[config.mk]
export PLATFORM = sky130hd
export DESIGN_NAME = pinmux_top
export DESIGN_NICKNAME = d
export VERILOG_FILES = /design/src/source/pinmux_pkg.sv /design/src/source/pinmux_apb_slave.sv /design/src/source/pinmux_cfg_regs.sv /design/src/source/gpio_in_sync.sv /design/src/source/gpio_int_status.sv /design/src/source/pinmux_top.sv
export VERILOG_INCLUDE_DIRS = /design/src /design/src/source
export SDC_FILE = /design/constraint.sdc
export NUM_CORES = 1
export LEC_CHECK = 0
export BUFFER_PORTS_ARGS = -buffer_cell sky130_fd_sc_hd__buf_2
export CORE_MARGIN = 2
export CORE_UTILIZATION = 30
export DETAILED_ROUTE_END_ITERATION = 7
export GPL_ROUTABILITY_DRIVEN = 0
export SLEW_MARGIN = 20
export SYNTH_ARGS = -nofsm -noshare
export SYNTH_HDL_FRONTEND = slang
export SYNTH_HIERARCHICAL = 1
export SYNTH_SLANG_ARGS = --single-unit
[constraint.sdc]
create_clock -name mclk -period 2.2 [get_ports mclk]
set_input_delay 0.33 -clock mclk [delete_from_list [all_inputs] [get_ports mclk]]
set_output_delay 0.33 -clock mclk [all_outputs]
set_load 0.1 [all_outputs]
[src/source/pinmux_settings.svh]
//--------------------------------------------------
// GPIO pin-mux settings
// Bus widths, register count, chip identity fields
//--------------------------------------------------
`ifndef PINMUX_SETTINGS_SVH
`define PINMUX_SETTINGS_SVH

// Bus and register map
`define PINMUX_DW          32      // Data and GPIO width
`define PINMUX_AW          8       // APB address width
`define PINMUX_NREG        10      // Mapped registers

// Chip identity fields, MSB first
`define PINMUX_MANU_ID     16'h8268  // Manufacturer
`define PINMUX_CORE_CNT    4'h2      // Core count
`define PINMUX_CHIP_NUM    4'h3      // Chip number
`define PINMUX_CHIP_REV    8'h01     // Revision

// Input synchronizer
`define PINMUX_SYNC_STAGES 2       // Flops before capture

`endif

[src/source/pinmux_pkg.sv]
//--------------------------------------------------
// GPIO pin-mux types
// Register indices, slave states and bus structs
//--------------------------------------------------
`default_nettype none
`include "pinmux_settings.svh"

package pinmux_pkg;

   // Register word index, paddr[5:2]
   typedef enum logic [3:0] {
      REG_CHIP_ID    = 4'd0,
      REG_GLBL_CTRL  = 4'd1,
      REG_GPIO_IN    = 4'd2,
      REG_GPIO_OUT   = 4'd3,
      REG_GPIO_DIR   = 4'd4,
      REG_INT_STATUS = 4'd5,   // W1C
      REG_INT_SET    = 4'd6,   // W1S
      REG_INT_MASK   = 4'd7,
      REG_POS_SEL    = 4'd8,
      REG_NEG_SEL    = 4'd9
   } reg_index_e;

   typedef enum logic [1:0] {ST_IDLE, ST_WAIT, ST_DONE} apb_state_e;

   // One-cycle request from the bus front end
   typedef struct packed {
      logic                      wr;     // Mapped write, pready cycle only
      reg_index_e                index;  // Valid for whole transfer
      logic [`PINMUX_DW-1:0]     wdata;
      logic [`PINMUX_DW/8-1:0]   be;
   } reg_req_t;

   typedef struct packed {
      logic [`PINMUX_DW-1:0] out_data;
      logic [`PINMUX_DW-1:0] dir_sel;
      logic [`PINMUX_DW-1:0] posedge_sel;
      logic [`PINMUX_DW-1:0] negedge_sel;
   } gpio_cfg_t;

   // Peripheral resets, all active low
   typedef struct packed {
      logic [1:0] cpu_core_rst_n;
      logic       cpu_intf_rst_n;
      logic       qspim_rst_n;
      logic       sspim_rst_n;
      logic       uart_rst_n;
      logic       i2cm_rst_n;
      logic       usb_rst_n;
   } rst_ctrl_t;

endpackage

`default_nettype wire

[src/source/pinmux_apb_slave.sv]
//--------------------------------------------------
// GPIO pin-mux APB slave engine
// One wait state, address check, error response
//--------------------------------------------------
`default_nettype none
`include "pinmux_settings.svh"

module pinmux_apb_slave import pinmux_pkg::*; (
   input  logic                    mclk,
   input  logic                    h_reset_n,
   input  logic                    psel,
   input  logic                    penable,
   input  logic                    pwrite,
   input  logic [`PINMUX_AW-1:0]   paddr,
   input  logic [`PINMUX_DW-1:0]   pwdata,
   input  logic [`PINMUX_DW/8-1:0] pstrb,
   input  logic [`PINMUX_DW-1:0]   rd_data,
   output logic [`PINMUX_DW-1:0]   prdata,
   output logic                    pready,
   output logic                    pslverr,
   output reg_req_t                req
);

   apb_state_e  state;
   logic [3:0]  addr_idx;    // Word index
   logic        addr_err;    // Unmapped address

   assign addr_idx = paddr[5:2];
   // Upper address bits must be clear too
   assign addr_err = (paddr[`PINMUX_AW-1:6] != '0) || (addr_idx >= `PINMUX_NREG);

   //--------------------------------------------------
   // Transfer sequencing
   //--------------------------------------------------
   always_ff @(posedge mclk or negedge h_reset_n)
   begin
      if (!h_reset_n)
      begin
         state  <= ST_IDLE;
         prdata <= '0;
      end
      else
      begin
         case (state)
            ST_IDLE : if (psel && !penable) state <= ST_WAIT;   // Setup seen
            ST_WAIT :
            begin
               prdata <= addr_err ? '0 : rd_data;   // Capture read path
               state  <= ST_DONE;
            end
            default : state <= ST_IDLE;   // ST_DONE, pready cycle
         endcase
      end
   end

   assign pready  = (state == ST_DONE);
   assign pslverr = (state == ST_DONE) && addr_err;

   // Request to register blocks
   assign req.wr    = pready && psel && pwrite && !addr_err;
   assign req.index = reg_index_e'(addr_idx);
   assign req.wdata = pwdata;
   assign req.be    = pstrb;

endmodule

`default_nettype wire

[src/source/pinmux_cfg_regs.sv]
//--------------------------------------------------
// GPIO pin-mux configuration registers
// Byte-strobed storage, identity word, read mux
//--------------------------------------------------
`default_nettype none
`include "pinmux_settings.svh"

module pinmux_cfg_regs import pinmux_pkg::*; (
   input  logic                  mclk,
   input  logic                  h_reset_n,
   input  reg_req_t              req,
   input  logic [`PINMUX_DW-1:0] gpio_data_in,
   input  logic [`PINMUX_DW-1:0] int_status,
   output logic [`PINMUX_DW-1:0] rd_data,
   output rst_ctrl_t             rst_ctrl,
   output gpio_cfg_t             gpio_cfg,
   output logic [`PINMUX_DW-1:0] int_mask
);

   localparam logic [`PINMUX_DW-1:0] CHIP_ID =
      {`PINMUX_MANU_ID, `PINMUX_CORE_CNT, `PINMUX_CHIP_NUM, `PINMUX_CHIP_REV};

   logic [`PINMUX_DW-1:0] glbl_ctrl;   // Peripheral reset bits
   logic [`PINMUX_DW-1:0] gpio_out;
   logic [`PINMUX_DW-1:0] gpio_dir;    // 1 drives the pad
   logic [`PINMUX_DW-1:0] mask_q;
   logic [`PINMUX_DW-1:0] pos_sel;
   logic [`PINMUX_DW-1:0] neg_sel;

   // Replace only the strobed bytes
   function automatic logic [`PINMUX_DW-1:0] byte_merge(
      input logic [`PINMUX_DW-1:0]   old_val,
      input logic [`PINMUX_DW-1:0]   new_val,
      input logic [`PINMUX_DW/8-1:0] be
   );
      logic [`PINMUX_DW-1:0] res;
      res = old_val;
      for (int b = 0; b < `PINMUX_DW/8; b++)
      begin
         if (be[b])
            res[b*8 +: 8] = new_val[b*8 +: 8];
      end
      return res;
   endfunction

   //--------------------------------------------------
   // Register writes
   //--------------------------------------------------
   always_ff @(posedge mclk or negedge h_reset_n)
   begin
      if (!h_reset_n)
      begin
         glbl_ctrl <= '0;   // All peripherals held in reset
         gpio_out  <= '0;
         gpio_dir  <= '0;
         mask_q    <= '0;
         pos_sel   <= '0;
         neg_sel   <= '0;
      end
      else if (req.wr)
      begin
         case (req.index)
            REG_GLBL_CTRL : glbl_ctrl <= byte_merge(glbl_ctrl, req.wdata, req.be);
            REG_GPIO_OUT  : gpio_out  <= byte_merge(gpio_out, req.wdata, req.be);
            REG_GPIO_DIR  : gpio_dir  <= byte_merge(gpio_dir, req.wdata, req.be);
            REG_INT_MASK  : mask_q    <= byte_merge(mask_q, req.wdata, req.be);
            REG_POS_SEL   : pos_sel   <= byte_merge(pos_sel, req.wdata, req.be);
            REG_NEG_SEL   : neg_sel   <= byte_merge(neg_sel, req.wdata, req.be);
            default       : ;   // Read-only or handled in status block
         endcase
      end
   end

   // Reset fan-out
   assign rst_ctrl.cpu_intf_rst_n = glbl_ctrl[0];
   assign rst_ctrl.qspim_rst_n    = glbl_ctrl[1];
   assign rst_ctrl.sspim_rst_n    = glbl_ctrl[2];
   assign rst_ctrl.uart_rst_n     = glbl_ctrl[3];
   assign rst_ctrl.i2cm_rst_n     = glbl_ctrl[4];
   assign rst_ctrl.usb_rst_n      = glbl_ctrl[5];
   assign rst_ctrl.cpu_core_rst_n = glbl_ctrl[9:8];

   assign gpio_cfg = '{out_data: gpio_out, dir_sel: gpio_dir,
                       posedge_sel: pos_sel, negedge_sel: neg_sel};
   assign int_mask = mask_q;

   //--------------------------------------------------
   // Read multiplexer
   //--------------------------------------------------
   always_comb
   begin
      case (req.index)
         REG_CHIP_ID    : rd_data = CHIP_ID;
         REG_GLBL_CTRL  : rd_data = glbl_ctrl;
         REG_GPIO_IN    : rd_data = gpio_data_in;   // Synchronized pins
         REG_GPIO_OUT   : rd_data = gpio_out;
         REG_GPIO_DIR   : rd_data = gpio_dir;
         REG_INT_STATUS,
         REG_INT_SET    : rd_data = int_status;     // Both alias status
         REG_INT_MASK   : rd_data = mask_q;
         REG_POS_SEL    : rd_data = pos_sel;
         REG_NEG_SEL    : rd_data = neg_sel;
         default        : rd_data = '0;
      endcase
   end

endmodule

`default_nettype wire

[src/source/gpio_in_sync.sv]
//--------------------------------------------------
// GPIO input synchronizer
// Flop chain plus capture stage for edge detect
//--------------------------------------------------
`default_nettype none
`include "pinmux_settings.svh"

module gpio_in_sync (
   input  logic                  mclk,
   input  logic                  h_reset_n,
   input  logic [`PINMUX_DW-1:0] gpio_in_data,       // Async pins
   output logic [`PINMUX_DW-1:0] gpio_data_in,       // Current sample
   output logic [`PINMUX_DW-1:0] gpio_prev_indata    // One cycle younger
);

   localparam int N = `PINMUX_SYNC_STAGES;

   logic [N-1:0][`PINMUX_DW-1:0] sync_q;   // [0] is metastable stage

   always_ff @(posedge mclk or negedge h_reset_n)
   begin
      if (!h_reset_n)
      begin
         sync_q       <= '0;
         gpio_data_in <= '0;
      end
      else
      begin
         sync_q[0] <= gpio_in_data;
         for (int i = 1; i < N; i++)
            sync_q[i] <= sync_q[i-1];
         gpio_data_in <= sync_q[N-1];   // Capture
      end
   end

   assign gpio_prev_indata = sync_q[N-1];

endmodule

`default_nettype wire

[src/source/gpio_int_status.sv]
//--------------------------------------------------
// GPIO interrupt status
// W1C and W1S per byte, hardware events win
//--------------------------------------------------
`default_nettype none
`include "pinmux_settings.svh"

module gpio_int_status import pinmux_pkg::*; (
   input  logic                  mclk,
   input  logic                  h_reset_n,
   input  reg_req_t              req,
   input  logic [`PINMUX_DW-1:0] gpio_int_event,
   input  logic [`PINMUX_DW-1:0] int_mask,
   output logic [`PINMUX_DW-1:0] int_status,
   output logic                  gpio_intr
);

   localparam int NB = `PINMUX_DW / 8;

   logic                  clr_en;       // Write to status index
   logic                  set_en;       // Write to set index
   logic [`PINMUX_DW-1:0] status_nxt;

   assign clr_en = req.wr && (req.index == REG_INT_STATUS);
   assign set_en = req.wr && (req.index == REG_INT_SET);

   always_comb
   begin
      status_nxt = int_status;   // Hold by default
      for (int b = 0; b < NB; b++)
      begin
         if (clr_en && req.be[b])
            status_nxt[b*8 +: 8] = int_status[b*8 +: 8] & ~req.wdata[b*8 +: 8];
         else if (set_en && req.be[b])
            status_nxt[b*8 +: 8] = int_status[b*8 +: 8] | req.wdata[b*8 +: 8];
      end
      // New events override a software clear
      status_nxt = status_nxt | gpio_int_event;
   end

   always_ff @(posedge mclk or negedge h_reset_n)
   begin
      if (!h_reset_n)
         int_status <= '0;
      else
         int_status <= status_nxt;
   end

   assign gpio_intr = |(int_status & int_mask);   // Combined line to CPU

endmodule

`default_nettype wire

[src/source/pinmux_top.sv]
//--------------------------------------------------
// GPIO pin-mux control block, top level
// APB front end, config, input sync, int status
//--------------------------------------------------
`default_nettype none
`include "pinmux_settings.svh"

module pinmux_top import pinmux_pkg::*; (
   input  logic                    mclk,
   input  logic                    h_reset_n,
   // APB slave
   input  logic                    psel,
   input  logic                    penable,
   input  logic                    pwrite,
   input  logic [`PINMUX_AW-1:0]   paddr,
   input  logic [`PINMUX_DW-1:0]   pwdata,
   input  logic [`PINMUX_DW/8-1:0] pstrb,
   output logic [`PINMUX_DW-1:0]   prdata,
   output logic                    pready,
   output logic                    pslverr,
   // GPIO side
   input  logic [`PINMUX_DW-1:0]   gpio_in_data,
   input  logic [`PINMUX_DW-1:0]   gpio_int_event,
   output rst_ctrl_t               rst_ctrl,
   output gpio_cfg_t               gpio_cfg,
   output logic [`PINMUX_DW-1:0]   gpio_data_in,
   output logic [`PINMUX_DW-1:0]   gpio_prev_indata,
   output logic                    gpio_intr
);

   reg_req_t              req;
   logic [`PINMUX_DW-1:0] rd_data;     // Read mux result
   logic [`PINMUX_DW-1:0] int_status;
   logic [`PINMUX_DW-1:0] int_mask;

   pinmux_apb_slave u_apb_slave (
      .mclk      (mclk),
      .h_reset_n (h_reset_n),
      .psel      (psel),
      .penable   (penable),
      .pwrite    (pwrite),
      .paddr     (paddr),
      .pwdata    (pwdata),
      .pstrb     (pstrb),
      .rd_data   (rd_data),
      .prdata    (prdata),
      .pready    (pready),
      .pslverr   (pslverr),
      .req       (req)
   );

   pinmux_cfg_regs u_cfg_regs (
      .mclk         (mclk),
      .h_reset_n    (h_reset_n),
      .req          (req),
      .gpio_data_in (gpio_data_in),
      .int_status   (int_status),
      .rd_data      (rd_data),
      .rst_ctrl     (rst_ctrl),
      .gpio_cfg     (gpio_cfg),
      .int_mask     (int_mask)
   );

   gpio_in_sync u_in_sync (
      .mclk             (mclk),
      .h_reset_n        (h_reset_n),
      .gpio_in_data     (gpio_in_data),
      .gpio_data_in     (gpio_data_in),
      .gpio_prev_indata (gpio_prev_indata)
   );

   gpio_int_status u_int_status (
      .mclk           (mclk),
      .h_reset_n      (h_reset_n),
      .req            (req),
      .gpio_int_event (gpio_int_event),
      .int_mask       (int_mask),
      .int_status     (int_status),
      .gpio_intr      (gpio_intr)
   );

endmodule

`default_nettype wire

Word level (Yosys, flattened, before mapping)
Cells that the tools add are included.

operators by class
  bitwise operators = 14
  $add $sub $neg = 0
  multiplexer cells = 12
  multiply operators = 0
  $lt $le $gt $ge = 1
  shift operators = 0
  reductions and logical operators = 47
  divide/modulo/power cells = 0
  equal/unequal tests = 12

operators by type and width
  operator            number
  $pmux 32 s9         1
  $reduce_and 3->1    24
  $mux 8              8
  $and 32x32->32      1
  $and 8x8->8         4
  $mux 32             1
  $not 8->8           4
  $or 32x32->32       1
  $or 8x8->8          4
  $reduce_or 32->1    1
  $eq 4x3->1 const B  4
  $logic_and 1x1->1   15
  $eq 4x2->1 const B  2
  $eq 4x4->1 const B  2
  $eq 4x1->1 const B  1
  $ge 4x4->1 const B  1
  $logic_not 4->1     1
  $pmux 2 s2          1
  $eq 2x1->1 const B  1
  $eq 2x2->1 const B  1
  $logic_not 1->1     2
  $logic_not 2->1     1
  $mux 2              1
  $ne 2x1->1 const B  1
  other kinds (3)     3

word-level totals
  flip-flop bits (word level) = 354
  memories kept = 0
  bits in latches = 0
  memory bits (read-only) = 0
  memory bits (writable) = 0
  input port bits = 113
  logic and storage cells = 116

Longest topological paths before layout
  depth after elaboration = 9
  mapped depth = 10
  depth with buffers taken out = 6

Cells and area by module
Netlist, hierarchy kept.

by module, submodules not included
  module            instances  area an instance (um^2)  cells an instance  sequential area each (um^2)
  pinmux_cfg_regs   1          9385.3                   727                4804.6
  gpio_in_sync      1          2642.5                   128                2402.3
  pinmux_apb_slave  1          2190.9                   197                850.8
  gpio_int_status   1          1928.1                   204                800.8

Worst setup path after synthesis
OpenSTA, ideal clock, no wires.

  kind = flip-flop to output port
  start = reg u_apb_slave.state[0]
  end = out pslverr
  required time = 1.870 ns
  slack = -0.875 ns
  cell stages (with the launch flop) = 4
  buffers on the path = 1
  data arrival time = 2.745 ns
  path through = dfrtp_1 buf_4 nor2b_1 o21a_1

between the ends
  cells in the longest elaborated chain, start to end = 2

RTL lines
  element                 RTL line                text
  from (decl)             pinmux_apb_slave.sv:24  apb_state_e state;
  from (signal assigned)  pinmux_apb_slave.sv:39  state <= ST_IDLE;
  from (signal assigned)  pinmux_apb_slave.sv:45  ST_IDLE : if (psel && !penable) state <= ST_WAIT;
  from (signal assigned)  pinmux_apb_slave.sv:49  state <= ST_DONE;
  $eq 2x2->1              n/a
  net pready              pinmux_top.sv:19        output logic pready,
  $logic_and 1x1->1       pinmux_apb_slave.sv:57  assign pslverr = (state == ST_DONE) && addr_err;
  to (decl)               pinmux_top.sv:20        output logic pslverr,

The timed path passes the listed nets, and every way through them passes these cells.

Worst setup path after layout
  start = reg u_cfg_regs.mask_q[4] (netlist: u_cfg_regs/int_mask[4])
  end = out gpio_intr

between the ends
  cells in the longest elaborated chain, start to end = 2

RTL lines
  element                 RTL line               text
  from (decl)             pinmux_cfg_regs.sv:26  logic [`PINMUX_DW-1:0] mask_q;
  from (signal assigned)  pinmux_cfg_regs.sv:66  REG_INT_MASK : mask_q <= byte_merge(mask_q, req.wdata, req.be);
  $and 32x32->32          gpio_int_status.sv:49  assign gpio_intr = |(int_status & int_mask);
  $reduce_or 32->1        gpio_int_status.sv:49
  to (decl)               pinmux_top.sv:28       output logic gpio_intr

No other way between the ends.

==> flow_metrics.tcl <==
set metrics [dict create \
    status "finished, violations left" \
    violations "negative setup slack" \
    clock_latency_ns 0.58 \
    rows 85 \
    slew_headroom_pct 54.93 \
    worst_slack_ns -0.2917 \
    rsz0062_at_grt "true" \
    critical_path_required_ns 1.87 \
    final_core_util_pct 39.93 \
    p_per_area_mw_per_mm2 743.3 \
    layout_min_cycle_time_ns 2.492 \
    finalCritPeriodShare_pct 113.3 \
    grtUsageTotal_pct 23.21 \
    syn-cell-area_mm2 0.01615 \
    ys.flop_type "dfrtp_1" \
    clkSlewWorstSetupHoldPaths_ns 0.06 \
    hold_path_class "input port to flip-flop" \
    dieArea_mm2 0.05569 \
    ys_async_sr_fraction_pct 100.0 \
    io_buffers 345 \
    grt_start_max_net_pins 77 \
    cp_cell_sequence "a22oi_2 > nand4_1 > or4_4 > buf_12" \
    grt_pass1_vias 13060 \
    ys_types 63 \
    clockBufferDepth 3 \
    layoutNonFillerInstCount 2422 \
    crit_arrival_ns 2.16 \
    synthTopCellsByArea "dfrtp_1 (55%), mux2_2 (14%), buf_4 (4.0%)" \
    start_util_pct 30.18 \
    die_y_um 236.0 \
    design_area_mm2 0.02136 \
    finClkSkew_ns 0.01786 \
    final_nets 1805 \
    finalHoldViolCount 0 \
    synth_nets 1369 \
    start_kind "flip-flop" \
    cts_buffers 42 \
    crit_fanout 2 \
    dp_hpwl_um 48210 \
    end_kind "primary output" \
    area_growth_pct 32.30 \
    cts_tree "built" \
    synth_edf_count 0 \
    cts_sinks 354 \
    vias 12910 \
    ys_seq_area_share_pct 54.86 \
    slowest_delay_ns 0.61 \
    tightestPinTransition_ns 0.6761 \
    first_pass_iters 5 \
    coreArea_mm2 0.05350 \
    setup_viol 1 \
    postRouteAntennaNets 0 \
    synth_top_area_share_pct 54.86 \
    tns_ns -0.2917 \
    yosysTopAreaCell "dfrtp_1" \
    p_total_mw 15.88 \
    synth-seq-cells 354 \
    crit_type "flip-flop to primary output" \
    drv_cap 0 \
    placed_cell_area_mm2 0.01927 \
    layout-drive-gt1-share_pct 48.61 \
    syn_inst 1256 \
    ioPinCount 348 \
    syn_avg_cell_area_um2 12.86 \
    detail_route.drc_violations 0 \
    r2r_slack_ns 0.23 \
    drt_iter0_markers 1510 \
    root_buffer "clkbuf_16" \
    p_leak_nw 10.19 \
    die-width_um 236.0 \
    dp.cells 2278 \
    antenna_found_initial 7 \
    grt_pass1_wl_um 94120 \
    gr-total-overflow 0 \
    slew_violations 0 \
    wl_um 65440 \
    slowest_stage "or4_4" \
    fmaxAchievable_mhz 401.3 \
    irDropWorstVdd_mv 0.5634 \
    ys_warn_count 6 \
    wl_per_cell_um 27.02 \
    viasPerCell 5.329 \
    htreeDepth 2 \
]
## cell usage in the layout, fill, tap and decap left out, types with 17 or more instances in the layout
cell type      netlist  final
o32ai_2             28     28
dlygate4sd3_1        0     62
nor2_2              17     17
buf_4               87    100
a41oi_1             32     32
o21bai_1            32     32
buf_2               22    341
a22oi_1             60     53
nand3b_1            38     38
mux2_2             202    202
dfrtp_1            354    348
buf_12               0     39
nand2_1             22     21
a22o_1              23     23
o211ai_1            21     21
a221oi_1            18     18
nor3_1              34     33
clkbuf_16            0     45
inv_1               70     70
## worst max-delay path, delay by kind of cell (launching register included)
| family | cells | cell delay, ns |
|---|---|---|
| AND/OR/NAND/NOR | 2 | 0.74 |
| flip-flops | 1 | 0.41 |
| AO/OA/AOI/OAI | 1 | 0.25 |
| buffers and inverters | 1 | 0.20 |
## cell usage after synthesis (all sizes together), types with 3 or more instances
library cell / number
a21oi: 5
a221oi: 18
a222oi: 6
a22o: 23
a22oi: 63
a2bb2oi: 8
a32o: 5
a32oi: 6
a41oi: 32
and2: 3
buf: 122
clkbuf: 30
dfrtp: 354
inv: 72
mux2: 205
mux2i: 7
nand2: 23
nand2b: 3
nand3b: 38
nand4: 5
nor2: 35
nor2b: 14
nor3: 36
o211ai: 21
o21a: 3
o21ai: 11
o21bai: 32
o221ai: 4
o22ai: 7
o2bb2ai: 4
o32ai: 32
or3: 7
## what timing repair did
action                                 CTS  global route
pin swaps                                4             0
endpoints found under the hold margin  100             0
gates resized for setup                 15             5
setup endpoints to repair                2             2
setup buffers                            4             0
hold buffers                            62             0
cloned                                   0             0
## final timing paths
check / to / from / depth (start not counted)
setup reg to reg: u_cfg_regs/pos_sel[20] / u_apb_slave/state[0] / 8
min in group asynchronous: u_in_sync/sync_q[27] / h_reset_n / 2
setup / recovery: gpio_intr / u_cfg_regs/int_mask[4] / 4
hold / removal: u_apb_slave/state[0] / psel / 2
max in group asynchronous: u_cfg_regs/pos_sel[10] / h_reset_n / 3
hold reg to reg: u_in_sync/gpio_prev_indata[13] / u_in_sync/sync_q[13] / 0
## cells by family after synthesis
kind of cell / after synthesis / synth area share [%]
buffers and inverters: 225 / 7.888
AOI/OAI and AO/OA: 287 / 15.65
DFF: 354 / 54.86
muxes: 212 / 14.73
and+or+nand+nor: 178 / 6.873
## report_power, final
part | internal, mW | switching, mW | total, mW | leakage (nW)
clock | 4.11 | 2.85 | 6.97 | 0.674
combinational | 0.547 | 1.62 | 2.17 | 4.97
sequential | 6.65 | 0.0903 | 6.74 | 4.55
total | 11.3 | 4.57 | 15.9 | 10.2
## registers in the layout (all words and copies together), names as in the netlist
signal / cells
u_int_status/int_status: 32
u_cfg_regs/gpio_out: 32
u_in_sync/sync_q: 32
u_cfg_regs/glbl_ctrl: 32
u_in_sync/gpio_prev_indata: 32
u_in_sync/gpio_data_in: 32
u_cfg_regs/gpio_dir: 32
u_cfg_regs/int_mask: 32
u_cfg_regs/pos_sel: 32
u_cfg_regs/neg_sel: 32
u_apb_slave/prdata: 32
u_apb_slave/state: 2
## per-stage QoR
stage / hold slack, ns / setup WS, ns
2_1_floorplan: 0.03441 / -0.05495
3_3_place_gp: 0.2805 / -0.1526
3_5_place_dp: 0.2815 / -0.1637
4_1_cts: 0.0003051 / -0.3017
5_1_grt: 0.01307 / -0.3470
6_report: 0.02859 / -0.2917
## per-layer routing
layer | global-route usage (%) | vias up | share of wire, %
met1 | 30.71 | 6597 | 41
met3 | 6.823 | 140 | 9.9
met5 | 0 | - | 0.087
li1 | - | 5490 | -
met2 | 36.61 | 671 | 46
met4 | 7.199 | 8 | 3.3
## layout make-up
cell class | count | area [um^2]
clock inverter | 13 | 97.59
antenna | 2 | 5.005
inverter | 73 | 274.0
sequential | 354 | 8866
multi-input combinational | 677 | 6086
tap | 696 | 870.8
timing repair buffer | 544 | 3889
clock buffer | 63 | 1274
fill | 5114 | 32130
Power figures use the tool's default switching activity.
